**config.mk**
```make
export PLATFORM = sky130hd
export DESIGN_NAME = aes_sub_word
export DESIGN_NICKNAME = d
export VERILOG_FILES = /design/src/hw/aes_pkg.sv /design/src/hw/aes_sub_word.sv
export SDC_FILE = /design/constraint.sdc
export NUM_CORES = 2
export LEC_CHECK = 0
export BUFFER_PORTS_ARGS = -buffer_cell sky130_fd_sc_hd__clkbuf_2
export CAP_MARGIN = 20
export CELL_PAD_IN_SITES_DETAIL_PLACEMENT = 1
export CELL_PAD_IN_SITES_GLOBAL_PLACEMENT = 1
export CORE_MARGIN = 2
export CORE_UTILIZATION = 25
export DETAILED_ROUTE_END_ITERATION = 8
export PLACE_DENSITY_LB_ADDON = 0.12
export SYNTH_ARGS = -nofsm -noshare
export SYNTH_HDL_FRONTEND = slang
export SYNTH_SLANG_ARGS = --single-unit
```
**constraint.sdc**
```tcl
create_clock -name vclk -period 18.1
set_clock_uncertainty 0.1 [all_clocks]
set_input_delay 0.905 -clock vclk [all_inputs]
set_output_delay 0.905 -clock vclk [all_outputs]
set_load 0.05 [all_outputs]
```
**src/hw/aes_pkg.sv**
```systemverilog
// AES-128 shared types, per-cycle control bundle and GF(2^8) helper
package aes_pkg;

	// ==============================
	// Round and word constants
	// ==============================
	localparam int NUM_ROUNDS = 10;
	localparam int NUM_WORDS = 4;
	// First round constant, doubled once per round
	localparam logic [7:0] RCON_INIT = 8'h01;
	// S-box affine offset
	localparam logic [7:0] SBOX_AFFINE_C = 8'h63;
	// Reduction of x^8 by the AES field polynomial
	localparam logic [7:0] GF_POLY = 8'h1b;

	// ==============================
	// Data types
	// ==============================
	// One column, row 0 is the most significant byte
	typedef logic [0:3][7:0] word_t;
	// Four columns, column 0 is the most significant word
	typedef word_t [0:3] block_t;

	// What feeds the shared S-box bank
	typedef enum logic [2:0] {
		SBOX_COL0 = 3'd0,
		SBOX_COL1 = 3'd1,
		SBOX_COL2 = 3'd2,
		SBOX_COL3 = 3'd3,
		SBOX_KEY  = 3'd4
	} sbox_src_e;

	// One cycle of commands from the round controller
	typedef struct packed {
		logic       load;
		sbox_src_e  sbox_src;
		logic [3:0] col_en;
		logic       shift_en;
		logic [3:0] key_en;
		logic       last_round;
		logic [3:0] round;
	} aes_ctrl_t;

	// Multiply by x in GF(2^8)
	function automatic logic [7:0] xtime(input logic [7:0] a);
		return {a[6:0], 1'b0} ^ (a[7] ? GF_POLY : 8'h00);
	endfunction

endpackage

```
**src/hw/aes_sub_word.sv**
```systemverilog
// AES S-box bank for one 32-bit word, inverse plus affine map per byte
`timescale 1ns/10ps

module aes_sub_word (
	input  aes_pkg::word_t in,
	output aes_pkg::word_t out
);

	// ==============================
	// GF(2^8) arithmetic
	// ==============================
	// Shift-and-add multiply
	function automatic logic [7:0] gf_mul(input logic [7:0] a, input logic [7:0] b);
		logic [7:0] acc;
		logic [7:0] p;
		acc = 8'h00;
		p = a;
		for (int i = 0; i < 8; i++)
		begin
			if (b[i])
				acc = acc ^ p;
			p = aes_pkg::xtime(p);
		end
		return acc;
	endfunction

	// Inverse as a^254, product of a^2 through a^128
	// Zero maps to zero, as the S-box needs
	function automatic logic [7:0] gf_inv(input logic [7:0] a);
		logic [7:0] sq;
		logic [7:0] acc;
		sq = a;
		acc = 8'h01;
		for (int i = 1; i < 8; i++)
		begin
			sq = gf_mul(sq, sq);
			acc = gf_mul(acc, sq);
		end
		return acc;
	endfunction

	// Affine step, XOR of four left rotations plus the constant
	function automatic logic [7:0] affine(input logic [7:0] b);
		return b ^ {b[6:0], b[7]} ^ {b[5:0], b[7:6]} ^ {b[4:0], b[7:5]}
			^ {b[3:0], b[7:4]} ^ aes_pkg::SBOX_AFFINE_C;
	endfunction

	// ==============================
	// Four byte lanes in parallel
	// ==============================
	always_comb
	begin
		for (int r = 0; r < aes_pkg::NUM_WORDS; r++)
			out[r] = affine(gf_inv(in[r]));
	end

endmodule

```
# Word-level counts from Yosys, hierarchy flattened
# Index checks and enable logic that the tools add are counted.
# word_totals
out_inout_bits	32
word_cells	1588
inputBits	32
reg_bits	0
# op_classes
muxes	812
bitwise	776
# op_table
op	n
$mux W8	420
$xor A8 B8 Y8	380
$xor A8 B5 Y8	364
$mux W5	368
$mux W7	4
$not A1 Y1 const A	28
$mux W6	4
$mux W4	4
$not A4 Y4	4
$mux W3	4
$mux W2	4
$mux W1	4

# Logic depth before layout (Yosys ltp)
# depth
ltp_word	132
mapped_depth	66
depth_no_buf	57

# Worst setup path after synthesis
# OpenSTA, ideal clock, no wires.
# synth_timing
kind	input -> output
start	in in[16] (netlist name)
end	out out[20] (netlist name)
slack_ps	1101
path_buffers	12
cell_stages	65
arrival_ps	15994
required_ps	17095
path_cell_list	ha_1 -> buf_2 -> nand2_1 -> xnor2_1 -> inv_1 -> buf_2 -> clkbuf_1 -> clkbuf_1 -> ha_1 -> clkbuf_1 -> inv_1 -> nor2_1 -> xnor2_1 -> xnor2_1 -> clkinv_1 -> clkbuf_1 -> ha_1 -> xnor3_1 -> (+29 left out) -> xnor2_1 -> a211o_1 -> a31oi_1 -> xnor2_1 -> buf_2 -> buf_2 -> nor2_1 -> a22oi_1 -> o311ai_0 -> a21oi_1 -> xnor2_1 -> mux4_2 -> xor2_1 -> clkbuf_1 -> nor2_1 -> xnor2_1 -> xor3_1 -> xnor2_1
# synth_lines
item	line	rtl
start, declared	aes_sub_word.sv:5	input aes_pkg::word_t in,
end, declared	aes_sub_word.sv:6	output aes_pkg::word_t out

==> results.ini <==
[run_status]
outcome = complete, no violations

[worst_setup_path]
path_class = input port to output pin
cp_max_fo = 21
cpMostUsedCell = xnor2_1
critPathMaxStageDelay_ns = 0.63
slowest_stage = xnor3_2
crit_required_ns = 17.09
start_kind = input port
cp_data_arrival_time_ns = 16.21
cp-end-kind = output pin

[yosys]
synth_mux_area_frac = 0.0454
avgSynthCellArea_sq_um = 7.23
ys_warn_count = 0
syn-cell-area_sq_um = 57300
synth_cells = 7927
synthTopCellsByArea = xnor2_1 (23%), xnor3_1 (10%), nor2_1 (7.5%)
synth-simple-area-share = 0.224
synth_nets = 7987
synth_compound_area_frac = 0.192
ys_seq_area_frac = 0
synthAdderAreaFrac = 0.00733
synth_top_area_frac = 0.233
synth.distinct_cells = 124
synth-xor-area-share = 0.483
synth_top_area_cell = xnor2_1
synth_top_family_by_area = XOR/XNOR gates

[layout]
area_growth_pct = 13.7
multi_input_area_sq_um = 56300
design_area_sq_um = 65200
seq_cells = 0
regArea_sq_um = 0
n_fill_cell = 27741
nNetsFinal = 8051
diodes = 0
clockBufferCount = 0
drive_above_1_share = 0.150
fin_cells = 10998

[route]
ant_nets = 0
firstDrtPassIters = 9
top_layer = met4
wirelength_met1_um = 113000
drtIter0Drc = 2896
wl_met2_um = 111000
dr_wl_met3_um = 3550
totalWireLength_um = 230000
viasPerCell = 5.20
drcViolationCount = 0
via_count = 57178
avgRoutedWirePerCell_um = 20.9

[floorplan]
die_x_um = 483
core_sq_um = 228000
io_pins = 64
start_util = 0.252
dieArea_sq_um = 233000
die_h_um = 483
num_rows = 175

[global_route]
grt_usage = 0.190
grt_pass1_wl_um = 360000
antenna_found_initial = 1
overflow = 0
grt_pass1_vias = 58803
grt_max_degree = 36

[min_path]
hp-class = input port to output pin

[placement]
placed_area_sq_um = 63600
port_buffers = 64
dp_slack_ns = -0.290
placed_cells = 10934
dp_hpwl_um = 175000
globalplace.congestion = 0.823

[job]
max-cap-violations = 0

[timing]
drv_slew = 0
min_period_over_period = 0.951
worst_pin_slew_ns = 1.11
max_slew_margin = 0.255
period_needed_ns = 17.21
max_freq_mhz = 58.1
rsz0062_at_grt = yes
timing.hold.ws_ns = 5.28
setup_viol_count_final = 0
hold_viol_final = 0
setup_slack_ns = 0.886

[clock_network]
hold_buffers = 0

## final cells by class
type               count  share of cell area
repair buffers       607              0.0737
multi-input cells   7288               0.863
inverters             94             0.00547
well taps           3009              0.0577
## synthesized netlist by cell type, types with 41 or more instances
library cell	count
nand2_1	806
a211oi_1	84
nand4_1	63
nor2_1	1152
nand2b_1	49
mux2i_1	191
a21oi_1	388
xor2_1	397
a22oi_1	44
and2_1	60
nor3_1	238
mux2_2	50
nor2b_1	47
xnor2_2	101
xnor2_1	1524
nand3_1	250
buf_2	131
and3_1	44
inv_1	69
clkbuf_1	331
xnor3_1	263
a31oi_1	88
o211ai_1	78
o21ai_1	41
o21ai_0	333
o22ai_1	125
xor2_2	43
## per-stage QoR
step	setup TNS (ns)	util
after detailed placement	-2.15	0.279
after CTS	0	0.280
after floorplan	0	-
after global routing	-0.385	0.286
after global placement	-4.03	0.279
final	0	0.286
## metal layers
layer	up-vias	GRT usage
met5	-	0
met4	0	0.0114
met3	74	0.00150
met2	607	0.335
met1	28774	0.270
li1	27723	-
## placed cells by master (no fill, tap or decap), types with 30 or more instances in the layout
cell and count:
nor4_1 34, o21ai_1 44, o22ai_1 125, nand3_1 249
xor2_2 70, xnor3_1 239, nand2_1 804, a211o_1 30
clkbuf_2 39, xnor2_1 1399, nor2_1 1148, a21oi_1 385
o31ai_1 38, and3_1 44, nor3_1 235, xnor3_2 53
o21ai_0 329, a31oi_1 85, inv_1 68, xnor2_4 38
a211oi_1 84, o211ai_1 78, or3_1 32, a22oi_1 43
and2_1 58, xor3_1 33, buf_4 538, nand2b_1 49
nor2b_1 46, a21o_1 36, nand4_1 63, mux2i_1 190
xnor2_2 210, mux2_2 50, xor2_1 361
## worst max-delay path, delay by kind of cell
kind            cells  cell delay (ns)
xor+xnor           19             6.07
compound gates     14             3.42
simple gates       10             2.12
buf+inv             9             1.78
fa+ha+maj           4             1.40
mux                 2             0.46
## timing repair
action	in CTS	in global routing
buffers inserted	6	54
endpoints found under the setup margin	14	32
pin swaps	2	28
resized for setup	13	162
## worst paths after layout
| kind | startpoint | to | slack, ns | cells past startpoint |
|---|---|---|---|---|
| setup / recovery | in[7] | out[6] | 0.89 | 58 |
| hold / removal | in[15] | out[11] | 5.28 | 21 |
## cell families (layout without fill, tap and decap cells)
kind of cell,count (synthesis),count (layout)
AO/OA/AOI/OAI,1670,1670
AND/OR/NAND/NOR,2901,2901
multiplexers,250,250
adder cells (fa/ha/maj),35,35
buffers and inverters,639,701
XOR/XNOR,2432,2432
Power is left out: the tool's default activity adds up to more than one toggle a clock period on the data nets, which glitch-free logic cannot reach.
