`config.mk`:
```
export PLATFORM = sky130hd
export DESIGN_NAME = aes_control_unit
export DESIGN_NICKNAME = d
export VERILOG_FILES = /design/src/hw/aes_pkg.sv /design/src/hw/aes_control_unit.sv
export SDC_FILE = /design/constraint.sdc
export NUM_CORES = 1
export LEC_CHECK = 0
export BUFFER_PORTS_ARGS = -buffer_cell sky130_fd_sc_hd__buf_2
export CORE_AREA = 2 2 39 41
export DETAILED_ROUTE_END_ITERATION = 6
export DIE_AREA = 0 0 41 43
export PLACE_DENSITY = 0.7
export SYNTH_ARGS = -nofsm -noshare
export SYNTH_HDL_FRONTEND = slang
export SYNTH_SLANG_ARGS = --single-unit
```
`constraint.sdc`:
```
create_clock -name clk -period 1.9 [get_ports clk]
set_input_delay 0.095 -clock clk [delete_from_list [all_inputs] [get_ports clk]]
set_output_delay 0.095 -clock clk [all_outputs]
set_load 0.1 [all_outputs]
```
`src/hw/aes_pkg.sv`:
```
// AES-128 shared types, per-cycle control bundle and GF(2^8) helper
package aes_pkg;

	// ==============================
	// Round and word constants
	// ==============================
	localparam int NUM_ROUNDS = 10;
	localparam int NUM_WORDS = 4;
	// First round constant, doubled once per round
	localparam logic [7:0] RCON_INIT = 8'h01;
	// S-box affine offset
	localparam logic [7:0] SBOX_AFFINE_C = 8'h63;
	// Reduction of x^8 by the AES field polynomial
	localparam logic [7:0] GF_POLY = 8'h1b;

	// ==============================
	// Data types
	// ==============================
	// One column, row 0 is the most significant byte
	typedef logic [0:3][7:0] word_t;
	// Four columns, column 0 is the most significant word
	typedef word_t [0:3] block_t;

	// What feeds the shared S-box bank
	typedef enum logic [2:0] {
		SBOX_COL0 = 3'd0,
		SBOX_COL1 = 3'd1,
		SBOX_COL2 = 3'd2,
		SBOX_COL3 = 3'd3,
		SBOX_KEY  = 3'd4
	} sbox_src_e;

	// One cycle of commands from the round controller
	typedef struct packed {
		logic       load;
		sbox_src_e  sbox_src;
		logic [3:0] col_en;
		logic       shift_en;
		logic [3:0] key_en;
		logic       last_round;
		logic [3:0] round;
	} aes_ctrl_t;

	// Multiply by x in GF(2^8)
	function automatic logic [7:0] xtime(input logic [7:0] a);
		return {a[6:0], 1'b0} ^ (a[7] ? GF_POLY : 8'h00);
	endfunction

endpackage

```
`src/hw/aes_control_unit.sv`:
```
// AES round controller, sequences key update and column cycles per round
`timescale 1ns/10ps

module aes_control_unit #(
	parameter int ROUNDS = aes_pkg::NUM_ROUNDS
) (
	input  logic               clk,
	input  logic               rst_n,
	input  logic               start,
	output aes_pkg::aes_ctrl_t ctrl,
	output logic               done
);

	// ==============================
	// FSM encoding
	// ==============================
	typedef enum logic [2:0] {
		IDLE,
		ROUND_KEY,
		COL0,
		COL1,
		COL2,
		COL3,
		READY
	} state_e;

	state_e     state;
	state_e     next_state;
	logic [3:0] rd_count;
	logic [3:0] round_num;
	logic       last_round;

	// State flops
	always_ff @(posedge clk or negedge rst_n)
	begin
		if (!rst_n)
			state <= IDLE;
		else
			state <= next_state;
	end

	// Completed rounds, bumped on leaving each ROUND_KEY
	always_ff @(posedge clk or negedge rst_n)
	begin
		if (!rst_n)
			rd_count <= 4'd0;
		else if (state == IDLE)
			rd_count <= 4'd0;
		else if (state == ROUND_KEY)
			rd_count <= rd_count + 4'd1;
	end

	// Round in progress, counter lags by one during ROUND_KEY
	assign round_num = (state == ROUND_KEY) ? rd_count + 4'd1 : rd_count;
	assign last_round = (round_num == 4'(ROUNDS));

	// ==============================
	// Next state
	// ==============================
	always_comb
	begin
		next_state = state;
		case (state)
			IDLE:
				if (start)
					next_state = ROUND_KEY;
			ROUND_KEY:
				next_state = COL0;
			COL0:
				next_state = COL1;
			COL1:
				next_state = COL2;
			COL2:
				next_state = COL3;
			// Leave after the last column of the final round
			COL3:
				next_state = last_round ? READY : ROUND_KEY;
			READY:
				next_state = IDLE;
			default:
				next_state = IDLE;
		endcase
	end

	// ==============================
	// Control bundle decode
	// ==============================
	always_comb
	begin
		ctrl = '0;
		ctrl.sbox_src = aes_pkg::SBOX_COL0;
		// Start only counts while idle
		ctrl.load = start && (state == IDLE);
		ctrl.round = round_num;
		ctrl.last_round = last_round;
		case (state)
			// g function on key word 3, ShiftRows on the whole state
			ROUND_KEY:
			begin
				ctrl.sbox_src = aes_pkg::SBOX_KEY;
				ctrl.key_en = 4'b0001;
				ctrl.shift_en = 1'b1;
			end
			// Word 0 already fresh from ROUND_KEY
			COL0:
			begin
				ctrl.sbox_src = aes_pkg::SBOX_COL0;
				ctrl.col_en = 4'b0001;
			end
			COL1:
			begin
				ctrl.sbox_src = aes_pkg::SBOX_COL1;
				ctrl.col_en = 4'b0010;
				ctrl.key_en = 4'b0010;
			end
			COL2:
			begin
				ctrl.sbox_src = aes_pkg::SBOX_COL2;
				ctrl.col_en = 4'b0100;
				ctrl.key_en = 4'b0100;
			end
			COL3:
			begin
				ctrl.sbox_src = aes_pkg::SBOX_COL3;
				ctrl.col_en = 4'b1000;
				ctrl.key_en = 4'b1000;
			end
			default:
			begin
				ctrl.col_en = 4'b0000;
			end
		endcase
	end

	// One-cycle completion strobe
	assign done = (state == READY);

endmodule

```
### Word-level counts from Yosys, hierarchy flattened

Index checks and enable logic that the tools add are counted.

| cells by class | value |
|---|---|
| add/sub/neg operators | 1 |
| equal/unequal tests | 8 |
| multiplexer cells | 9 |
| reductions and logical operators | 2 |

Operators with widths:

| operator | count |
|---|---|
| one-hot mux 4 bit (4 select lines) | 2 |
| one-hot mux 3 bit (6 select lines) | 1 |
| one-hot mux 3 bit (4 select lines) | 1 |
| == test 3 bit, second input constant | 3 |
| 2-to-1 mux 4 bit | 2 |
| == test 3 x 2 -> 1 bit, second input constant | 2 |
| 2-to-1 mux 3 bit | 2 |
| adder 4 x 1 -> 4 bit, second input constant | 1 |
| == test 4 bit, second input constant | 1 |
| == test 3 x 1 -> 1 bit, second input constant | 1 |
| logical NOT 3 bit | 1 |
| inequality test 2 bit, second input constant | 1 |
| logical AND 1 bit | 1 |
| 2-to-1 mux 1 bit | 1 |

| word-level totals | value |
|---|---|
| register bits | 7 |
| output and inout bits | 19 |
| word-level logic and storage cells | 22 |

### Depth between registers and ports, before layout

| logic depth | value |
|---|---|
| word-level depth | 5 |
| mapped depth | 6 |
| depth with buffers taken out | 6 |

### Worst setup path before layout

Ideal clock, no wire load.

| timing path | value |
|---|---|
| kind | register -> register |
| start point | register state[1] |
| end point | register state[2] |
| data arrival time | 3.681 ns |
| required time | 1.813 ns |
| slack | -1.869 ns |
| cell stages (with the launch flop) | 6 |
| path buffers | 1 |
| period minus slack after synthesis | 3.769 ns |
| cells stage by stage | dfrtp_1 > buf_2 > nor2b_1 > nor2b_1 > nor2_1 > o21ai_0 |

| on the way | value |
|---|---|
| longest elaborated chain between the ends | 5 |
| elaborated cells on any way between the ends | 11 |

Ends and longest elaborated chain:

| what | RTL line | RTL |
|---|---|---|
| from (decl) | aes_control_unit.sv:27 | `state_e state;` |
| from (signal assigned) | aes_control_unit.sv:39 | `state <= next_state;` |
| == test 3 x 1 -> 1 bit | aes_control_unit.sv:54, aes_control_unit.sv:63 |  |
| 2-to-1 mux 4 bit | aes_control_unit.sv:54 | `assign round_num = (state == ROUND_KEY) ? rd_count + 4'd1 : rd_count;` |
| == test 4 bit | aes_control_unit.sv:55 | `assign last_round = (round_num == 4'(ROUNDS));` |
| 2-to-1 mux 3 bit | aes_control_unit.sv:77 | `next_state = last_round ? READY : ROUND_KEY;` |
| one-hot mux 3 bit (6 select lines) | aes_control_unit.sv:63 | `case (state)` |

Several ways; a longest one is shown, not always the timed one.
A chain may end at the register's enable or synchronous reset.

==> summary.txt <==
Floorplanning
  • Row count: 14
  • Starting Density: between 30% and 40%
  • Core ar.: about 1400 µm²
  • Die Area: 1760 µm²
  • Die Y: approximately 43 µm
  • Chip width: 41 µm
  • I/O Pins: 22

Finish
  • Filler Cell Count: 120
  • Design Area, Final: 901 µm²
  • Ant diodes: 0
  • NumNets Final: 97
  • Share of post-route cells with drive strength above 1: 58.7%
  • Synthesis-to-layout area growth: 78.7%

Routing
  • Final wirelength: ~1.3 mm
  • DR vias/cell: roughly 5.0
  • First drt pass iteration count: 5
  • Routed wire per std cell: 12.1 µm
  • Final ANT Viol Nets: 0
  • 1st-iter DRT viols: 7
  • Vias: about 540
  • Drc violations: 0

Worst setup path
  • Worst Reg-to-Reg Cells: 6
  • CP endpoint kind: output port
  • CP startpoint kind: flop
  • Worst Path Arrival: 1.81 ns
  • Reg2Reg Launch Point: state[1]
  • Crit Path Class: reg -> out
  • Worst EP required: 1.80 ns
  • Worst R2R End: state[0]
  • R2R setup slack: 0.20 ns
  • CP max FO: 7

STA
  • RSZ-0062 raised after global routing: yes
  • Clk_skew: 0.00309 ns
  • Final Slew Violations: 0
  • Max-slew headroom: 67.6%
  • Slew @ Worst Pin: between 0.4 and 0.5 ns
  • Setup violators final: 2
  • Peak Freq: 525 MHz
  • Post-route clock period utilization: 100%
  • Final worst-path setup slack: -0.00459 ns
  • Final Hold Fails: 0
  • Minimum clock period: 1.90 ns

Yosys
  • Synth warn: 0
  • Mapped cell area: 504 µm²
  • Post-synthesis cell type count: 28
  • Sequential fraction of the synthesis area: 34.7%
  • Mapped Cells: 63
  • Syn Nets: 67
  • Syn avg cell area: 8.00 µm²
  • Post-synth ARST share: 100%
  • Ys flop type: dfrtp_1
  • Post-synth EDFFs: 0
  • Yosys reg bits: 7

Placement
  • DP Area: 810 µm²
  • Number of port buffers: 21
  • Placer Congestion: ~0.87
  • Hpwl dp: 940 µm

CTS
  • Clock latency on the worst-skew pair: 0.25 ns
  • CTS tree: built
  • Clock Path Buffers: 2
  • TritonCTS buffer count: 3
  • CTS root buf: clkbuf_4
  • Reg clk slew, reported paths: approximately 0.060 ns
  • H-tree levels: 1
  • Clk sinks: 7

Run status
  • Violated checks: negative setup slack
  • Status: finished with violations

Global routing
  • GRT Residual Overflow: 0
  • First-pass GRT wire length: 2.22 mm
  • Tot GR Track Use: 18.9%
  • Initial antenna violation count: 0
  • Vias in the first global route: 510
  • Largest net degree at the start of global routing: 11

Job
  • Max-cap violations: 0

Hold path
  • Worst hold path class: in -> async
[how the worst max path moves through the flow]
stage | startpoint | to | slack (ns) | cells after the start
detailed placement | state[2] | ctrl[4] | 0.19 | 6
finish | state[1] | ctrl[3] | -0.005 | 4
CTS | state[1] | ctrl[4] | 0.004 | 5
global placement | state[2] | ctrl[4] | 0.24 | 6
floorplan | state[1] | state[2] | -0.41 | 5
global route | state[1] | ctrl[4] | -0.08 | 5
[worst max-delay path, stage by stage, from the launching register on]
cell and delay [ns]:
dfrtp_2 0.44, or3b_4 0.45, or3_1 0.40, nand2_2 0.10, buf_12 0.17
[cells by family after synthesis]
logic type,synth area share [%]
simple gates,28.8
buf+inv,12.9
compound gates,13.9
flops,34.7
xor+xnor,5.21
mux,1.99
fa+ha+maj,2.48
[registers in the layout (all words and copies together), names as in the netlist]
signal / flops
rd_count: 4
state: 3
[routing by layer]
metal	GRT usage (%)	vias to the layer above	wire (µm)	share of wire, %
met5	0	-	0	0
li1	-	260	-	-
met1	21.3	258	492	38
met2	31.6	15	752	58
met4	10.0	0	14	1.1
met3	3.14	2	43	3.3
[synth_stat cells, drive strengths merged, types with 2 or more instances]
cell    n  area, µm²
a21oi   2       13.8
buf     5       38.8
clkbuf  2       7.51
dfrtp   7        175
inv     5       18.8
nand2   8       30.0
nor2    6       22.5
nor2b   3       18.8
nor3    3       15.0
o21ai   6       30.0
xnor2   3       26.3
[per-stage QoR]
stage | util (%) | hold WS (ns) | TNS, ns | setup WS [ns] | instances
final | 65.1 | 0.224 | -0.00744 | -0.00459 | 108
after global routing | 65.1 | 0.239 | -0.156 | -0.0799 | 108
after CTS | 62.4 | 0.218 | 0 | 0.00434 | 105
after detailed placement | 58.5 | -0.0606 | 0 | 0.189 | 99
after global placement | 58.5 | -0.0595 | 0 | 0.244 | 99
after floorplan | - | -0.201 | -1.11 | -0.408 | 63
[final cells by class]
type	instances	area, µm²	share of cell area [%]
sequential	7	176	19.6
clock buffer	4	26.3	2.92
timing repair buffer	32	320	35.6
multi-input combinational	44	328	36.4
inverter	5	30.0	3.33
tap	16	20.0	2.22
[placed cells by master (no fill, tap or decap), types with 3 or more instances in the layout]
cell type | Yosys | final
buf_4 | 3 | 10
buf_2 | 1 | 9
buf_12 | 0 | 8
clkbuf_4 | 0 | 7
nand2_1 | 8 | 6
dfrtp_1 | 7 | 6
o21ai_0 | 6 | 5
nor2_1 | 6 | 4
clkinvlp_4 | 0 | 3
[timing repair]
item                       CTS  global route
pin swaps                    2             3
resized for setup            3             5
hold endpoints to repair     7             0
gates cloned                 0             0
setup buffers                1             3
setup endpoints to repair    3             4
hold buffers                 1             0
Power is not shown: default switching activity piles up to over one toggle a cycle in this logic, so the estimate is an artifact.
