### config.mk
export PLATFORM = sky130hd
export DESIGN_NAME = aes_state_datapath
export DESIGN_NICKNAME = d
export VERILOG_FILES = /design/src/hw/aes_pkg.sv /design/src/hw/aes_state_datapath.sv
export SDC_FILE = /design/constraint.sdc
export NUM_CORES = 1
export LEC_CHECK = 0
export BUFFER_PORTS_ARGS = -buffer_cell sky130_fd_sc_hd__clkbuf_2
export CAP_MARGIN = 40
export CORE_ASPECT_RATIO = 1.25
export CORE_MARGIN = 8
export CORE_UTILIZATION = 30
export DETAILED_ROUTE_END_ITERATION = 12
export MAX_ROUTING_LAYER = met4
export PLACE_DENSITY_LB_ADDON = 0.3
export SLEW_MARGIN = 10
export SYNTH_ARGS = -nofsm -noshare
export SYNTH_HDL_FRONTEND = slang
export SYNTH_SLANG_ARGS = --single-unit
### constraint.sdc
create_clock -name clk -period 2.35 [get_ports clk]
set_clock_uncertainty 0.05 [all_clocks]
set_input_delay 0.235 -clock clk [delete_from_list [all_inputs] [get_ports clk]]
set_output_delay 0.235 -clock clk [all_outputs]
set_load 0.1 [all_outputs]
### src/hw/aes_pkg.sv
// AES-128 shared types, per-cycle control bundle and GF(2^8) helper
package aes_pkg;

	// ==============================
	// Round and word constants
	// ==============================
	localparam int NUM_ROUNDS = 10;
	localparam int NUM_WORDS = 4;
	// First round constant, doubled once per round
	localparam logic [7:0] RCON_INIT = 8'h01;
	// S-box affine offset
	localparam logic [7:0] SBOX_AFFINE_C = 8'h63;
	// Reduction of x^8 by the AES field polynomial
	localparam logic [7:0] GF_POLY = 8'h1b;

	// ==============================
	// Data types
	// ==============================
	// One column, row 0 is the most significant byte
	typedef logic [0:3][7:0] word_t;
	// Four columns, column 0 is the most significant word
	typedef word_t [0:3] block_t;

	// What feeds the shared S-box bank
	typedef enum logic [2:0] {
		SBOX_COL0 = 3'd0,
		SBOX_COL1 = 3'd1,
		SBOX_COL2 = 3'd2,
		SBOX_COL3 = 3'd3,
		SBOX_KEY  = 3'd4
	} sbox_src_e;

	// One cycle of commands from the round controller
	typedef struct packed {
		logic       load;
		sbox_src_e  sbox_src;
		logic [3:0] col_en;
		logic       shift_en;
		logic [3:0] key_en;
		logic       last_round;
		logic [3:0] round;
	} aes_ctrl_t;

	// Multiply by x in GF(2^8)
	function automatic logic [7:0] xtime(input logic [7:0] a);
		return {a[6:0], 1'b0} ^ (a[7] ? GF_POLY : 8'h00);
	endfunction

endpackage

### src/hw/aes_state_datapath.sv
// AES state register with ShiftRows, MixColumns and AddRoundKey per column
`timescale 1ns/10ps

module aes_state_datapath (
	input  logic               clk,
	input  logic               rst_n,
	input  aes_pkg::aes_ctrl_t ctrl,
	input  aes_pkg::block_t    block_in,
	input  aes_pkg::block_t    round_key,
	input  aes_pkg::word_t     sub_out,
	output aes_pkg::word_t     sub_in,
	output aes_pkg::block_t    state
);

	aes_pkg::word_t col_val;

	// ==============================
	// Round transforms
	// ==============================
	// Row r moves left by r columns
	function automatic aes_pkg::block_t shift_rows(input aes_pkg::block_t s);
		aes_pkg::block_t b;
		for (int c = 0; c < aes_pkg::NUM_WORDS; c++)
			for (int r = 0; r < 4; r++)
				b[c][r] = s[(c + r) % 4][r];
		return b;
	endfunction

	// b_r = 2*a_r ^ 3*a_r+1 ^ a_r+2 ^ a_r+3
	function automatic aes_pkg::word_t mix_column(input aes_pkg::word_t a);
		aes_pkg::word_t b;
		for (int r = 0; r < 4; r++)
			b[r] = aes_pkg::xtime(a[r]) ^ aes_pkg::xtime(a[(r + 1) % 4])
				^ a[(r + 1) % 4] ^ a[(r + 2) % 4] ^ a[(r + 3) % 4];
		return b;
	endfunction

	// S-box feed, a state column or the last key word
	always_comb
	begin
		if (ctrl.sbox_src == aes_pkg::SBOX_KEY)
			sub_in = round_key[3];
		else
			sub_in = state[ctrl.sbox_src[1:0]];
	end

	// Final round skips MixColumns
	assign col_val = ctrl.last_round ? sub_out : mix_column(sub_out);

	// ==============================
	// State register
	// ==============================
	always_ff @(posedge clk or negedge rst_n)
	begin
		if (!rst_n)
			state <= '0;
		// Initial AddRoundKey on load
		else if (ctrl.load)
			state <= block_in ^ round_key;
		else if (ctrl.shift_en)
			state <= shift_rows(state);
		else
		begin
			for (int c = 0; c < aes_pkg::NUM_WORDS; c++)
				if (ctrl.col_en[c])
					state[c] <= col_val ^ round_key[c];
		end
	end

endmodule

* Word level (Yosys, flattened, before mapping) *
Index checks and enable logic that the tools add are counted.
W data, S select, Z words.

storage, ports and cells
  bits in registers = 128
  input bits = 308
  word-level logic and storage cells = 72

operators by class
  order comparisons = 1
  eq/ne operators = 2
  mux-type cells = 15
  bitwise logic cells = 26
  reduce and logical (&&, ||, !) cells = 12

operators by type and width
  operator              number
  $mux W128             2
  $mux W32              8
  $xor A128 B128 Y128   1
  $xor A32 B32 Y32      4
  $xor A8 B8 Y8         16
  $bmux W32 S2          1
  $xor A8 B5 Y8         4
  $mux W5               4
  $reduce_bool A3 Y1    4
  $reduce_and A2 Y1     4
  $reduce_bool A2 Y1    4
  $eq A3 B3 Y1 const B  1
  $ge A3 B3 Y1 const B  1
  $not A2 Y3            1
  $ne A2 B1 Y1 const B  1

* Depth between registers and ports, before layout *
  depth after elaboration = 11
  depth in mapped cells = 8

* Worst setup path before layout *
Ideal clock, no wire load.

  path kind = flip-flop to output port
  start = register state[74] in the netlist's numbering
  end = output port sub_in[10] in the netlist's numbering
  arrival time = 2953 ps
  required time = 2065 ps
  setup slack = -888 ps
  cell stages (with the launch flop) = 6
  path buffers = 0
  cell sequence = dfrtp_1 -> inv_1 -> o211ai_1 -> o21ai_0 -> a2bb2oi_1 -> o22ai_1

RTL lines
  element                            line                      source
  from (decl)                        aes_state_datapath.sv:12  output aes_pkg::block_t state
  from (signal assigned)             aes_state_datapath.sv:59  state <= block_in ^ round_key;
  from (signal assigned)             aes_state_datapath.sv:61  state <= shift_rows(state);
  from (signal, indexed assignment)  aes_state_datapath.sv:66  state[c] <= col_val ^ round_key[c];
  to (decl)                          aes_state_datapath.sv:11  output aes_pkg::word_t sub_in,

==> results by stage <==
Status:
- The flow ran to the end, and the final reports show no timing, DRC or antenna violations.

STA:
- Measured against its own limit, the worst slew margin works out to 44.6%.
- Static timing analysis puts the maximum clock frequency at 0.440 GHz.
- The post-route fraction of the period consumed by the critical path is 96.7%.
- The measured slew at the worst slew-check pin is ~830 ps.
- The final-report hold violation count is 0.
- The minimum clock period after layout is 2270 ps.
- Setup repair after global routing left no endpoint under its margin.
- The final-report setup violation count is 0.
- The worst hold slack is 64.4 ps.
- The final critical-path setup slack is 78.2 ps.
- The total count of max-transition violations in the final report is 0.

Global routing:
- The number of antenna violations at the first check in global routing was 10.
- The largest net degree at the start of global routing is 91.
- The number of global-route vias before repair is 14700.
- The total overflow left after global routing is 0.
- The first-pass GRT wire length is 93500 um.
- The global-route usage over all layers is approximately 25%.

Place:
- The worst setup timing slack at the placement stage is 153 ps.
- The cell area reported after detailed placement is 17300 um^2.
- The post-detailed-placement half-perimeter wirelength is 47800 um.
- The count of input and output buffers is 459.
- At the end of routability-driven placement, the weighted congestion stood at 0.903.

Final layout:
- The largest registers in the layout are state x128.
- In the final layout, flip-flops and latches occupy 3220 um^2.
- Measured on the finished design, the core utilization comes to between 40% and 50%.
- In the final layout, the multi-input gates occupy 9600 um^2.
- The register with the most flip-flops in the layout has 128 of them.
- The top cell types in the final layout, fill and taps aside, are sky130_fd_sc_hd__clkbuf_2, sky130_fd_sc_hd__xor2_1, sky130_fd_sc_hd__xnor2_1.
- The number of fill cells is between 4000 and 5000.
- Leaving out fill and tap cells, the most frequent cell in the layout is sky130_fd_sc_hd__clkbuf_2.
- In the final layout, the share of cells above drive strength 1 is 35.9%.
- Summing all non-filler instances in the final layout gives an area of 18000 um^2.
- Counting flops per register, the top entry is state.
- The post-synthesis to final-layout area growth is 34.4%.
- The count of nets after finishing is roughly 2200.

Route:
- The average wire length per cell after detail routing is 25.2 um.
- Using the TritonRoute via totals, the vias-per-cell ratio works out to ~5.5.
- The detailed-route wire length is 63900 um.
- The DRC violations left is 0.
- The number of search-and-repair iterations in the first detailed-routing pass is 7.
- The initial DRC count is 1085.
- In this run the remaining antenna-violating nets after routing total 0.
- The total via count after detailed routing is 13900.

Floorplanning:
- Measured along the y axis, the die boundary spans 252 um.
- The placement row count is 86.
- In this run the count of I/O pins placed on the die edge is 468.
- The die is about 210 um wide.
- For this configuration, the core starts out at a cell density of ~30%.
- The area of the die is between 50000 and 60000 um^2.
- The area of the core is 44100 um^2.

Logic synthesis:
- The average cell area after synthesis is 8.89 um^2.
- The number of flip-flops and latches in the synthesized netlist is 128.
- By area the synthesized netlist is led by sky130_fd_sc_hd__dfrtp_1, sky130_fd_sc_hd__xor2_1, sky130_fd_sc_hd__xnor2_1.
- In this run the cell area of the synthesized design comes to 13400 um^2.
- After synthesis, flip-flops and latches occupy 23.9% of the total area.
- The area fraction of the dominant cell type after synthesis is 23.9%.
- The library cell with the largest summed area after synthesis is sky130_fd_sc_hd__dfrtp_1.
- Counting every net in the synthesized netlist gives between 1500 and 2000.
- The proportion of synthesized flip-flops having asynchronous set or reset is between 90% and 100%.
- The most used flip-flop cell after synthesis is sky130_fd_sc_hd__dfrtp_1.
- The gate count after technology mapping is about 1500.
- The total of warnings raised by yosys is 0.
- In this run, synthesis inferred 0 flip-flops with an integrated enable.
- The count of unique library cells instantiated by Yosys is 46.

Power:
- IR analysis of the VDD net gives a maximum drop of around 0.72 mV.
- The leakage power figure is 8.20 nW.
- In this run switching power makes up between 50% and 60% of total power.
- Per report_power, the sequential group accounts for 20.5% of the total.
- Internal power comes to 7.07 mW.
- Per report_power, the clock group accounts for 19.6% of the total.
- Dividing total power by cell area gives a power density of ~830 nW/um^2.
- The reported net switching power is 7.92 mW.
- The portion of total power attributed to combinational logic is between 50% and 60%.

Clock tree:
- The cell sitting at the root of the clock tree is a sky130_fd_sc_hd__clkbuf_16.
- The clock buffer count from CTS is 17.
- The clock latency reported for the late side of the worst-skew pair is 460 ps.
- The clock-pin transition on the worst setup and hold timing paths is 70 ps.
- TritonCTS built the clock tree.
- The buffers inserted during post-CTS setup optimization is 0.
- The buffer levels on the longest clock path is 2.
- Counting every sink on the clock net gives 128.
- The H-tree generated during clock tree synthesis spans 4 levels.

Worst setup path:
- The data arrival time of the worst path is 1990 ps.
- The worst setup path is launched from a flop.
- The type of the worst setup path is flop to primary output.
- The worst-path maximum fanout is 3.
- The type of element capturing the critical path is a primary output.
- The required time of the critical path is 2070 ps.

Job:
- The count of max-cap constraint violations is 0.

Hold path:
- The worst min-delay path category is primary input to flop.
## area by class of cell
class | count | area share, %
inverters | 51 | 1.06
diodes | 10 | 0.139
repair buffers | 547 | 20.1
clock buffers | 22 | 2.69
flip-flops and latches | 128 | 17.9
well taps | 572 | 3.98
clock inverters | 10 | 0.737
multi-input cells | 1192 | 53.4
## worst max-delay path, cell delays in order, from the launching register on
cell,delay [ps]
sky130_fd_sc_hd__dfrtp_1,410
sky130_fd_sc_hd__mux2_2,270
sky130_fd_sc_hd__a22o_1,240
sky130_fd_sc_hd__o22a_1,190
sky130_fd_sc_hd__o22a_2,240
sky130_fd_sc_hd__buf_12,170
## per-stage QoR
stage | power, mW | cells | TNS (ps)
after floorplan | 9.58 | 1507 | -114
after global placement | 12.0 | 2489 | 0
after detailed placement | 12.1 | 2489 | 0
after CTS | 15.1 | 2522 | 0
after global routing | 15.6 | 2532 | 0
final | 15.0 | 2532 | 0
## power by group through the flow
stage	logic (mW)	clock network [mW]	registers (mW)
2_1_floorplan	3.69	0	5.89
3_3_place_gp	8.93	0	3.10
3_5_place_dp	9.00	0	3.10
4_1_cts	9.03	3.00	3.07
5_1_grt	9.40	3.08	3.13
6_report	8.97	2.95	3.08
## kinds of logic after synthesis
group	count (synthesis)	share of synthesized area [%]
muxes	44	4.25
AOI/OAI and AO/OA	487	26.8
DFF	128	23.9
buffers and inverters	187	5.91
and+or+nand+nor	294	10.4
xor gates and xnor gates	367	28.7
## cell usage after synthesis (all sizes together) (3+ instances only)
cell type and instances:
nor2 104, a221o 23, buf 47, o22ai 8, clkbuf 89, a222oi 34, a211oi 32, o22a 80
mux2 24, nand2 65, xor3 6, a22o 18, o221ai 15, a211o 32, or2 4, a22oi 3
nor3 25, xor2 198, a21oi 126, xnor3 35, o21a 33, nor2b 57, xnor2 128, mux2i 20
dfrtp 128, inv 51, a2bb2oi 8, or3 4, o21ai 48, a221oi 23, nand2b 34
## what timing repair did
action,CTS,global route
hold buffers,1,0
endpoints found under the hold margin,51,0
gates resized for setup,0,1
setup endpoints to repair,0,1
## per-layer routing
layer	GRT usage (%)	wire length, um	vias up
met1	27.4	24600	6793
li1	-	-	6274
met4	11.7	2670	0
met2	41.4	31800	694
met3	5.68	4840	163
met5	-	0	-
## worst paths after layout
| kind | from | endpoint | slack [ps] | depth (start not counted) |
|---|---|---|---|---|
| max | state[30] | sub_in[30] | 80 | 5 |
| min | round_key[83] | state[83] | 60 | 4 |
| max reg2reg | state[86] | state[118] | 1090 | 5 |
| min reg2reg | state[63] | state[63] | 490 | 2 |
| max in group asynchronous | rst_n | state[21] | 1200 | 3 |
| min in group asynchronous | rst_n | state[106] | 310 | 2 |
Note: power is estimated with default switching activity, not from simulation.
