## config.mk

```make
export PLATFORM = sky130hd
export DESIGN_NAME = aes_key_schedule
export DESIGN_NICKNAME = d
export VERILOG_FILES = /design/src/hw/aes_pkg.sv /design/src/hw/aes_key_schedule.sv
export SDC_FILE = /design/constraint.sdc
export NUM_CORES = 1
export LEC_CHECK = 0
export BUFFER_PORTS_ARGS = -buffer_cell sky130_fd_sc_hd__clkbuf_2
export CAP_MARGIN = 20
export CORE_ASPECT_RATIO = 1.75
export CORE_MARGIN = 10
export CORE_UTILIZATION = 44
export DETAILED_ROUTE_END_ITERATION = 7
export PLACE_DENSITY = 0.87
export RECOVER_POWER = 25
export SKIP_CTS_REPAIR_TIMING = 1
export SLEW_MARGIN = 10
export SYNTH_ARGS = -nofsm -noshare
export SYNTH_HDL_FRONTEND = slang
export SYNTH_SLANG_ARGS = --single-unit
export TNS_END_PERCENT = 5
```

## constraint.sdc

```tcl
create_clock -name clk -period 3.59 [get_ports clk]
set_input_delay 0.359 -clock clk [delete_from_list [all_inputs] [get_ports clk]]
set_output_delay 0.359 -clock clk [all_outputs]
set_load 0.01 [all_outputs]
```

## src/hw/aes_pkg.sv

```systemverilog
// AES-128 shared types, per-cycle control bundle and GF(2^8) helper
package aes_pkg;

	// ==============================
	// Round and word constants
	// ==============================
	localparam int NUM_ROUNDS = 10;
	localparam int NUM_WORDS = 4;
	// First round constant, doubled once per round
	localparam logic [7:0] RCON_INIT = 8'h01;
	// S-box affine offset
	localparam logic [7:0] SBOX_AFFINE_C = 8'h63;
	// Reduction of x^8 by the AES field polynomial
	localparam logic [7:0] GF_POLY = 8'h1b;

	// ==============================
	// Data types
	// ==============================
	// One column, row 0 is the most significant byte
	typedef logic [0:3][7:0] word_t;
	// Four columns, column 0 is the most significant word
	typedef word_t [0:3] block_t;

	// What feeds the shared S-box bank
	typedef enum logic [2:0] {
		SBOX_COL0 = 3'd0,
		SBOX_COL1 = 3'd1,
		SBOX_COL2 = 3'd2,
		SBOX_COL3 = 3'd3,
		SBOX_KEY  = 3'd4
	} sbox_src_e;

	// One cycle of commands from the round controller
	typedef struct packed {
		logic       load;
		sbox_src_e  sbox_src;
		logic [3:0] col_en;
		logic       shift_en;
		logic [3:0] key_en;
		logic       last_round;
		logic [3:0] round;
	} aes_ctrl_t;

	// Multiply by x in GF(2^8)
	function automatic logic [7:0] xtime(input logic [7:0] a);
		return {a[6:0], 1'b0} ^ (a[7] ? GF_POLY : 8'h00);
	endfunction

endpackage

```

## src/hw/aes_key_schedule.sv

```systemverilog
// AES-128 on-the-fly key schedule, one key word updated per cycle
`timescale 1ns/10ps

module aes_key_schedule (
	input  logic               clk,
	input  logic               rst_n,
	input  aes_pkg::block_t    key_in,
	input  aes_pkg::aes_ctrl_t ctrl,
	input  aes_pkg::word_t     sub_out,
	output aes_pkg::block_t    round_key
);

	aes_pkg::block_t key_q;
	aes_pkg::block_t key_nxt;
	aes_pkg::word_t  g_word;
	logic [7:0]      rcon;

	// ==============================
	// Round constant
	// ==============================
	// RCON_INIT doubled round-1 times
	always_comb
	begin
		rcon = aes_pkg::RCON_INIT;
		for (int i = 2; i < 16; i++)
		begin
			if (i <= int'(ctrl.round))
				rcon = aes_pkg::xtime(rcon);
		end
	end

	// S-boxes see word 3 unrotated, so rotate the result here
	assign g_word = {sub_out[1] ^ rcon, sub_out[2], sub_out[3], sub_out[0]};

	// ==============================
	// Word update chain
	// ==============================
	always_comb
	begin
		key_nxt[0] = key_q[0] ^ g_word;
		// Left neighbour is already the new word
		for (int c = 1; c < aes_pkg::NUM_WORDS; c++)
			key_nxt[c] = key_q[c] ^ key_q[c-1];
	end

	// Word being written this cycle shows its new value
	always_comb
	begin
		for (int c = 0; c < aes_pkg::NUM_WORDS; c++)
			round_key[c] = ctrl.key_en[c] ? key_nxt[c] : key_q[c];
		// Host key straight through for the initial AddRoundKey
		if (ctrl.load)
			round_key = key_in;
	end

	always_ff @(posedge clk or negedge rst_n)
	begin
		if (!rst_n)
			key_q <= '0;
		else if (ctrl.load)
			key_q <= key_in;
		else
		begin
			for (int c = 0; c < aes_pkg::NUM_WORDS; c++)
				if (ctrl.key_en[c])
					key_q[c] <= key_nxt[c];
		end
	end

endmodule

```

After elaboration in Yosys (flattened, before gate mapping)
Index checks and enable logic that the tools add are counted.
{"block": "classes", "n_eq_ne": 0, "magnitude_cmp": 14, "n_shift": 0, "div": 0, "n_mux": 32, "n_mul": 0, "n_reduce_logical": 0, "n_bitwise": 18, "add_sub_neg": 0}
{"cell": "128-bit two-way mux", "count": 1}
{"cell": "32-bit two-way mux", "count": 4}
{"cell": "32-bit bitwise XOR", "count": 4}
{"cell": "8-bit two-way mux", "count": 13}
{"cell": "8-bit by 5-bit bitwise XOR with 8-bit output", "count": 13}
{"cell": "5-bit two-way mux", "count": 13}
{"cell": "4-bit less-or-equal comparator, first input constant", "count": 8}
{"cell": "3-bit by 4-bit less-or-equal comparator with 1-bit output, first input constant", "count": 4}
{"cell": "2-bit by 4-bit less-or-equal comparator with 1-bit output, first input constant", "count": 2}
{"cell": "8-bit bitwise XOR", "count": 1}
{"cell": "2-bit two-way mux", "count": 1}
{"block": "totals", "n_memories": 0, "inputBits": 180, "latch_bits": 0, "mem_bits_ro": 0, "ram_bits": 0, "ff_bits": 128}

Logic depth before layout (Yosys ltp)
Gate-level depths: netlist of the first run.
{"block": "logic_depth", "word_depth": 44, "mapped_depth": 16, "ltp_nobuf": 13}

Least setup slack after synthesis of the first run
Ideal clock, no wire load.
{"block": "synth_timing", "path_type": "input to output", "start": "in ctrl[3] in the netlist's numbering", "end": "out round_key[123] in the netlist's numbering", "arrival_time_ns": 3.598, "required_time_ns": 3.231, "slack_ns": -0.367, "path_stages": 16, "cell_sequence": "buf_2 > buf_4 > buf_4 > or3_1 > inv_1 > ha_1 > clkbuf_1 > nand2_1 > o22a_1 > o211a_1 > o31ai_2 > o211ai_2 > a21oi_2 > mux2_4 > a31o_1 > a31oi_1"}
{"item": "from (decl)", "line_no": "aes_key_schedule.sv:8", "source": "input aes_pkg::aes_ctrl_t ctrl,"}
{"item": "to (decl)", "line_no": "aes_key_schedule.sv:10", "source": "output aes_pkg::block_t round_key"}

==> results of run 1 <==
[cell type report]
cell class | count | share of cell area [%]
Multi-Input combinational cell | 700 | 41.2
Sequential cell | 128 | 30.8
Timing Repair Buffer | 353 | 18.9
Clock buffer | 20 | 4.49
Tap cell | 227 | 2.73
Clock inverter | 12 | 1.49
Inverter | 12 | 0.433
Antenna cell | 1 | 0.0241
[cells by family (layout without fill, tap and decap cells)]
| kind of cell | after synthesis | count (layout) |
|---|---|---|
| xor gates and xnor gates | 131 | 131 |
| adders and majority gates | 3 | 3 |
| and+or+nand+nor | 348 | 348 |
| AOI/OAI and AO/OA | 212 | 212 |
| buffers and inverters | 69 | 397 |
| muxes | 6 | 6 |
| other | 0 | 1 |
| DFF | 128 | 128 |
[final timing paths]
check	from	end	slack, ns	cells after the start
max	ctrl[0]	round_key[122]	-0.30	14
min	key_in[110]	key_q[110]	0.18	3
max reg2reg	key_q[122]	key_q[122]	2.34	2
min reg2reg	key_q[15]	key_q[15]	0.61	2
max in group asynchronous	rst_n	key_q[89]	0.24	4
min in group asynchronous	rst_n	key_q[4]	1.06	2
[metal layers]
metal | vias to the layer above | routed length [µm] | GRT usage, %
met2 | 355 | 14600 | 40.8
met3 | 75 | 1530 | 4.52
met4 | 0 | 1150 | 11.4
met5 | - | 0 | 0
li1 | 3671 | - | -
met1 | 3600 | 10500 | 25.6
[report_power, final]
group | total [W] | internal [W] | switching [W]
Clock | 0.00180 | 0.00115 | 0.000656
Sequential | 0.00181 | 0.00165 | 0.000157
Combinational | 0.00132 | 0.000552 | 0.000772
Total | 0.00493 | 0.00335 | 0.00158
[per-stage QoR]
step / hold slack [ns] / setup TNS, ns
6_report: 0.184 / -0.892
5_1_grt: 0.182 / -4.39
4_1_cts: 0.144 / -2.03
3_5_place_dp: 0.588 / -1.93
3_3_place_gp: 0.573 / -1.49
2_1_floorplan: 0.0634 / -0.178
[layout by cell type (no fill, tap or decap), drive strengths merged, types with 6 or more instances in the layout]
| master | n |
|---|---|
| nand3 | 10 |
| nor2 | 16 |
| o21ai | 137 |
| a22oi | 6 |
| inv | 14 |
| xor2 | 125 |
| a21oi | 12 |
| buf | 58 |
| and2 | 6 |
| nor3 | 11 |
| nor3b | 7 |
| nand2 | 267 |
| clkbuf | 314 |
| xnor2 | 6 |
| dfrtp | 128 |
| o211ai | 6 |
[critical path, cell delays in order]
cell	delay, ns
buf_6	0.09
and2_4	0.15
or3_4	0.37
ha_4	0.33
and3b_1	0.17
o21ai_2	0.07
a32o_2	0.29
a211oi_4	0.32
xor2_2	0.28
nor2_1	0.11
o21a_1	0.21
or4_4	0.44
a31oi_4	0.20
buf_6	0.13
[cell usage after synthesis, drive strengths merged (2+ instances only)]
cell / number
nand2: 267
o21ai: 137
dfrtp: 128
xor2: 125
clkbuf: 43
nor2: 16
buf: 14
a21oi: 12
inv: 12
nor3: 11
nand3: 10
nor3b: 7
a22oi: 6
and2: 6
o211ai: 6
xnor2: 6
a31oi: 5
and3: 5
o21a: 5
o31ai: 5
a32oi: 4
o21bai: 4
o22ai: 4
ha: 3
mux2: 3
mux2i: 3
nand3b: 3
nor2b: 3
or3: 3
a31o: 2
nand2b: 2
nand4: 2
nand4b: 2
o2111ai: 2
o22a: 2
o311ai: 2
or3b: 2
==> qor.txt, run 1 <==
Largest Register = key_q
CP arrival = 3.53 ns
multiplexer area fraction after synthesis = 0.897%
Area after DPL = 9530 µm²
Max clock buf depth = 2
synthesized area per cell = 8.40 µm²
vias per inst = 5.30
adder-cell share of the synthesized area = 0.498%
routed via count = 7,701
clk_lat worst skew = 0.41 ns
# setup viols final = 7
PD cells = 474 nW/µm²
GRT Overall Usage = 22.9%
Yosys top cell by area = dfrtp_1
core box area = 16,900 µm²
syn nets = 1,080
Setup CP Type = in -> out
critical path required time = 3.23 ns
Critical Path Fanout Max = 7
WL per Instance = 19.1 µm
Final Hold Viols = 0
Die Height = 193 µm
Seq/Total Area, Yosys = 42.5%
# DRC = 0
design area = 10,400 µm²
Clk pin slew, worst setup/hold paths = 0.06 ns
Total Power = 0.00493 W
Cells after Synth = 897
initial antenna violation count = 1
first-pass iteration count of the detailed router = 6
Starting Density = 44.7%
fin crit share = 108%
post-route ant nets = 0
Simple-Gate Fraction of Synth Area = 19.9%
Die Area = 23,000 µm²
Pleak = 5.06 nW
placed cell count = 1,412
largest family of logic cells by synthesized area = simple AND/OR/NAND/NOR gates
EDFF count, synth = 0
failing checks = capacitance limit, slew limit, setup timing
global-route wire length before repair = 41,400 µm
CTS buffer count = 17
synthesis-to-layout area growth = 38.1%
# fillers = 1,427
vias in the first global route = 7,548
top_reg_cell synth = dfrtp_1
1st-iter DRT viols = 488
Tightest Hold Check Type = in -> reg
Yosys top cell area share = 42.5%
pin count of the biggest net entering global routing = 221
normalized max-slew margin = -35.0%
GRT overflow = 0
Mapped Area = 7530 µm²
post-synthesis xor/xnor area fraction = 15.2%
CP Capture Type = output port
YS warnings = 0
CTS H-tree lvls = 4
Final Non-Filler Cells = 1,453
status = finished, violations left
CTS tree = yes
Synth Area in Compound Gates = 17.0%
register bit total from synthesis = 128
final setup margin = -0.302 ns
DRT Wirelength = 27,700 µm
pre-CTS WS = -0.343 ns
IO buf count = 298
fin. max-slew vios = 36
Yosys cell types = 76
Clock Sinks = 128
biggest regs = key_q (128)
Least-Margin Pin Slew = 2.02 ns
f_max = 257 MHz
VDD IR max = 0.282 mV
Worst setup SP type = input pin
IO Pins = 308
fin nets = 1,395
Max-Cap Viols = 1
Post-synth ARST share = 100%
min cycle time layout = 3.89 ns
max FFs per register = 128
FP Rows = 63
CTS Root Cell = clkbuf_16
Die Width = 119 µm
post-route clock skew = 0.0130 ns
FF+latch area = 3200 µm²
largest cells by area after synthesis = dfrtp_1 43%, xor2_1 15%, nand2_1 13%, o21ai_0 8.6%, clkbuf_1 2.1%
global placement routability congestion = 0.975
multi-input logic area = 4280 µm²
share of cells above drive strength 1 = 35.4%
unrepaired setup endpoints after global routing = yes
Final Util = 61.7%
post-detail-place hpwl = 21,100 µm
Note: power is estimated with default switching activity, not from simulation.
==> run 2: changes to the inputs <==
--- a/config.mk
+++ b/config.mk
@@ -7,11 +7,13 @@
 export LEC_CHECK = 0
 export BUFFER_PORTS_ARGS = -buffer_cell sky130_fd_sc_hd__clkbuf_2
 export CAP_MARGIN = 20
-export CORE_ASPECT_RATIO = 1.75
+export CELL_PAD_IN_SITES_DETAIL_PLACEMENT = 0
+export CELL_PAD_IN_SITES_GLOBAL_PLACEMENT = 1
+export CORE_ASPECT_RATIO = 2
 export CORE_MARGIN = 10
-export CORE_UTILIZATION = 44
+export CORE_UTILIZATION = 32
 export DETAILED_ROUTE_END_ITERATION = 7
-export PLACE_DENSITY = 0.87
+export PLACE_DENSITY = 0.88
 export RECOVER_POWER = 25
 export SKIP_CTS_REPAIR_TIMING = 1
 export SLEW_MARGIN = 10
==> run 2 against run 1 <==
The run still ends with capacitance limit, slew limit, setup timing left. Flip-flop and latch count unchanged. Critical path depth up 4. Utilization shrank 17 points. Combinational power barely moved. Die area grew 33%. Via count down 3.4%. Clock-buffer cell count increased by 5. Cell area barely moved. Sequential share of layout area hardly changed. Non-clock buffer count shrank 1. Clock skew shrank 0.0050 ns. Routed wire length is 6.7% higher. Highest routed layer unchanged.
==> qor.txt, run 2 (synthesis gave the netlist of run 1 again) <==
Starting Density = 32.4%
Tightest Hold Check Type = in -> reg
Die Width = 128 µm
FP Rows = 79
path depth of the worst reg2reg path = 2
DRT Wirelength = 29,600 µm
post-detail-place hpwl = 23,200 µm
setup TNS = -1.14 ns
Least-Margin Pin Slew = 2.16 ns
post-route ant nets = 0
Final Hold Viols = 0
share of cells above drive strength 1 = 35.1%
PD cells = 470 nW/µm²
WL per Instance = 19.7 µm
routed via count = 7,437
reg2reg end = key_q[122]
final setup margin = -0.239 ns
Worst setup SP type = input pin
biggest regs = key_q (128)
Die Area = 30,400 µm²
Pleak = 5.07 nW
fin crit share = 107%
initial antenna violation count = 0
Area after DPL = 9610 µm²
Inserted Diodes = 0
GRT Overall Usage = 18.9%
Largest Register = key_q
normalized max-slew margin = -43.7%
clock share of power = 36.1%
global placement routability congestion = 0.902
fin nets = 1,394
synthesis-to-layout area growth = 38.0%
IO buf count = 298
first-pass iteration count of the detailed router = 5
Switching Share = 31.7%
GRT overflow = 0
clk_lat worst skew = 0.43 ns
global-route wire length before repair = 44,200 µm
R2R setup slack = 2.41 ns
P_sw = 0.00155 W
max FFs per register = 128
Pint = 0.00334 W
# setup viols final = 7
post-route clock skew = 0.00803 ns
Comb pwr share = 27.0%
1st-iter DRT viols = 522
f_max = 261 MHz
Clk pin slew, worst setup/hold paths = 0.05 ns
CTS H-tree lvls = 4
WHS = 0.170 ns
CP arrival = 3.47 ns
design area = 10,400 µm²
R2R Path Start = key_q[122]
fin. max-slew vios = 82
VDD IR max = 0.408 mV
Max clock buf depth = 2
Critical Path Fanout Max = 7
Die Height = 237 µm
CTS Root Cell = clkbuf_16
vias in the first global route = 7,576
commonest non-fill, non-tap cell in the layout = clkbuf_2
CTS tree = yes
failing checks = capacitance limit, slew limit, setup timing
IO Pins = 308
# DRC = 0
status = finished, violations left
Seq pwr share = 36.9%
critical path required time = 3.23 ns
vias per inst = 4.94
CP Capture Type = output port
unrepaired setup endpoints after global routing = yes
CP startpoint = ctrl[1]
min cycle time layout = 3.83 ns
pin count of the biggest net entering global routing = 143
Max-Cap Viols = 1
CTS buffer count = 17
Setup CP Type = in -> out
core box area = 23,200 µm²
Final Util = 44.7%
most frequent cells in the layout = 296 x clkbuf_2, 265 x nand2_1, 128 x o21ai_0, 128 x dfrtp_1, 124 x xor2_1
Critical Path Sink = round_key[123]
Clock Sinks = 128
==> run 2: cell types whose count changed in the layout (fill, tap and decap cells not counted), moves of 2 or more <==
cell / previous run / this run
clkinvlp_4: 5 / 0
inv_6: 2 / 0
clkbuf_2: 291 / 296
nor2_2: 2 / 4
clkbuf_1: 2 / 5
==> run 2: worst max-delay path, cell delays in order <==
cell	delay (ns)
buf_6	0.09
and2_4	0.15
or3_4	0.42
inv_4	0.08
ha_4	0.14
buf_6	0.13
nand2_1	0.07
o22a_1	0.26
o211a_4	0.26
buf_6	0.12
o21bai_4	0.13
o211ai_1	0.23
buf_4	0.23
nor2_2	0.12
o22ai_2	0.10
a31o_1	0.25
a31oi_4	0.18
buf_6	0.13
==> run 2: final cells by class <==
class	instances	area (µm²)
well taps	283	354
fillers	2340	12800
inverters	12	47.5
flip-flops and latches	128	3200
clock buffers	25	485
clock inverters	6	105
repair buffers	352	1950
multi-input cells	700	4250
==> run 2: worst min-delay path by stage <==
| stage | startpoint | end | cells past startpoint |
|---|---|---|---|
| after detailed placement | rst_n | key_q[38] | 1 |
| after global routing | key_in[10] | key_q[10] | 3 |
| after CTS | rst_n | key_q[40] | 1 |
| after floorplan | rst_n | key_q[0] | 0 |
| after global placement | rst_n | key_q[6] | 1 |
| final | key_in[112] | key_q[112] | 3 |
==> run 2: per-stage QoR <==
step	instances	total power (W)	worst slack [ns]
finish	1506	0.00488	-0.239
CTS	1501	0.00491	-0.439
detailed placement	1470	0.00312	-0.435
floorplan	897	0.00251	-0.0947
global route	1506	0.00514	-0.394
global placement	1470	0.00309	-0.421
==> run 2: power by group through the flow <==
stage	logic [W]	registers [W]	clock network (W)
2_1_floorplan	0.000728	0.00178	0
4_1_cts	0.00130	0.00180	0.00181
6_report	0.00132	0.00180	0.00176
5_1_grt	0.00145	0.00182	0.00186
3_3_place_gp	0.00128	0.00181	0
3_5_place_dp	0.00129	0.00182	0
==> run 2: routing by layer <==
layer | vias to the layer above | routed length, µm | GRT usage (%)
met5 | - | 0 | 0
met4 | 0 | 1040 | 8.50
met3 | 46 | 1470 | 4.54
met2 | 247 | 16400 | 34.7
met1 | 3498 | 10700 | 19.4
li1 | 3646 | - | -
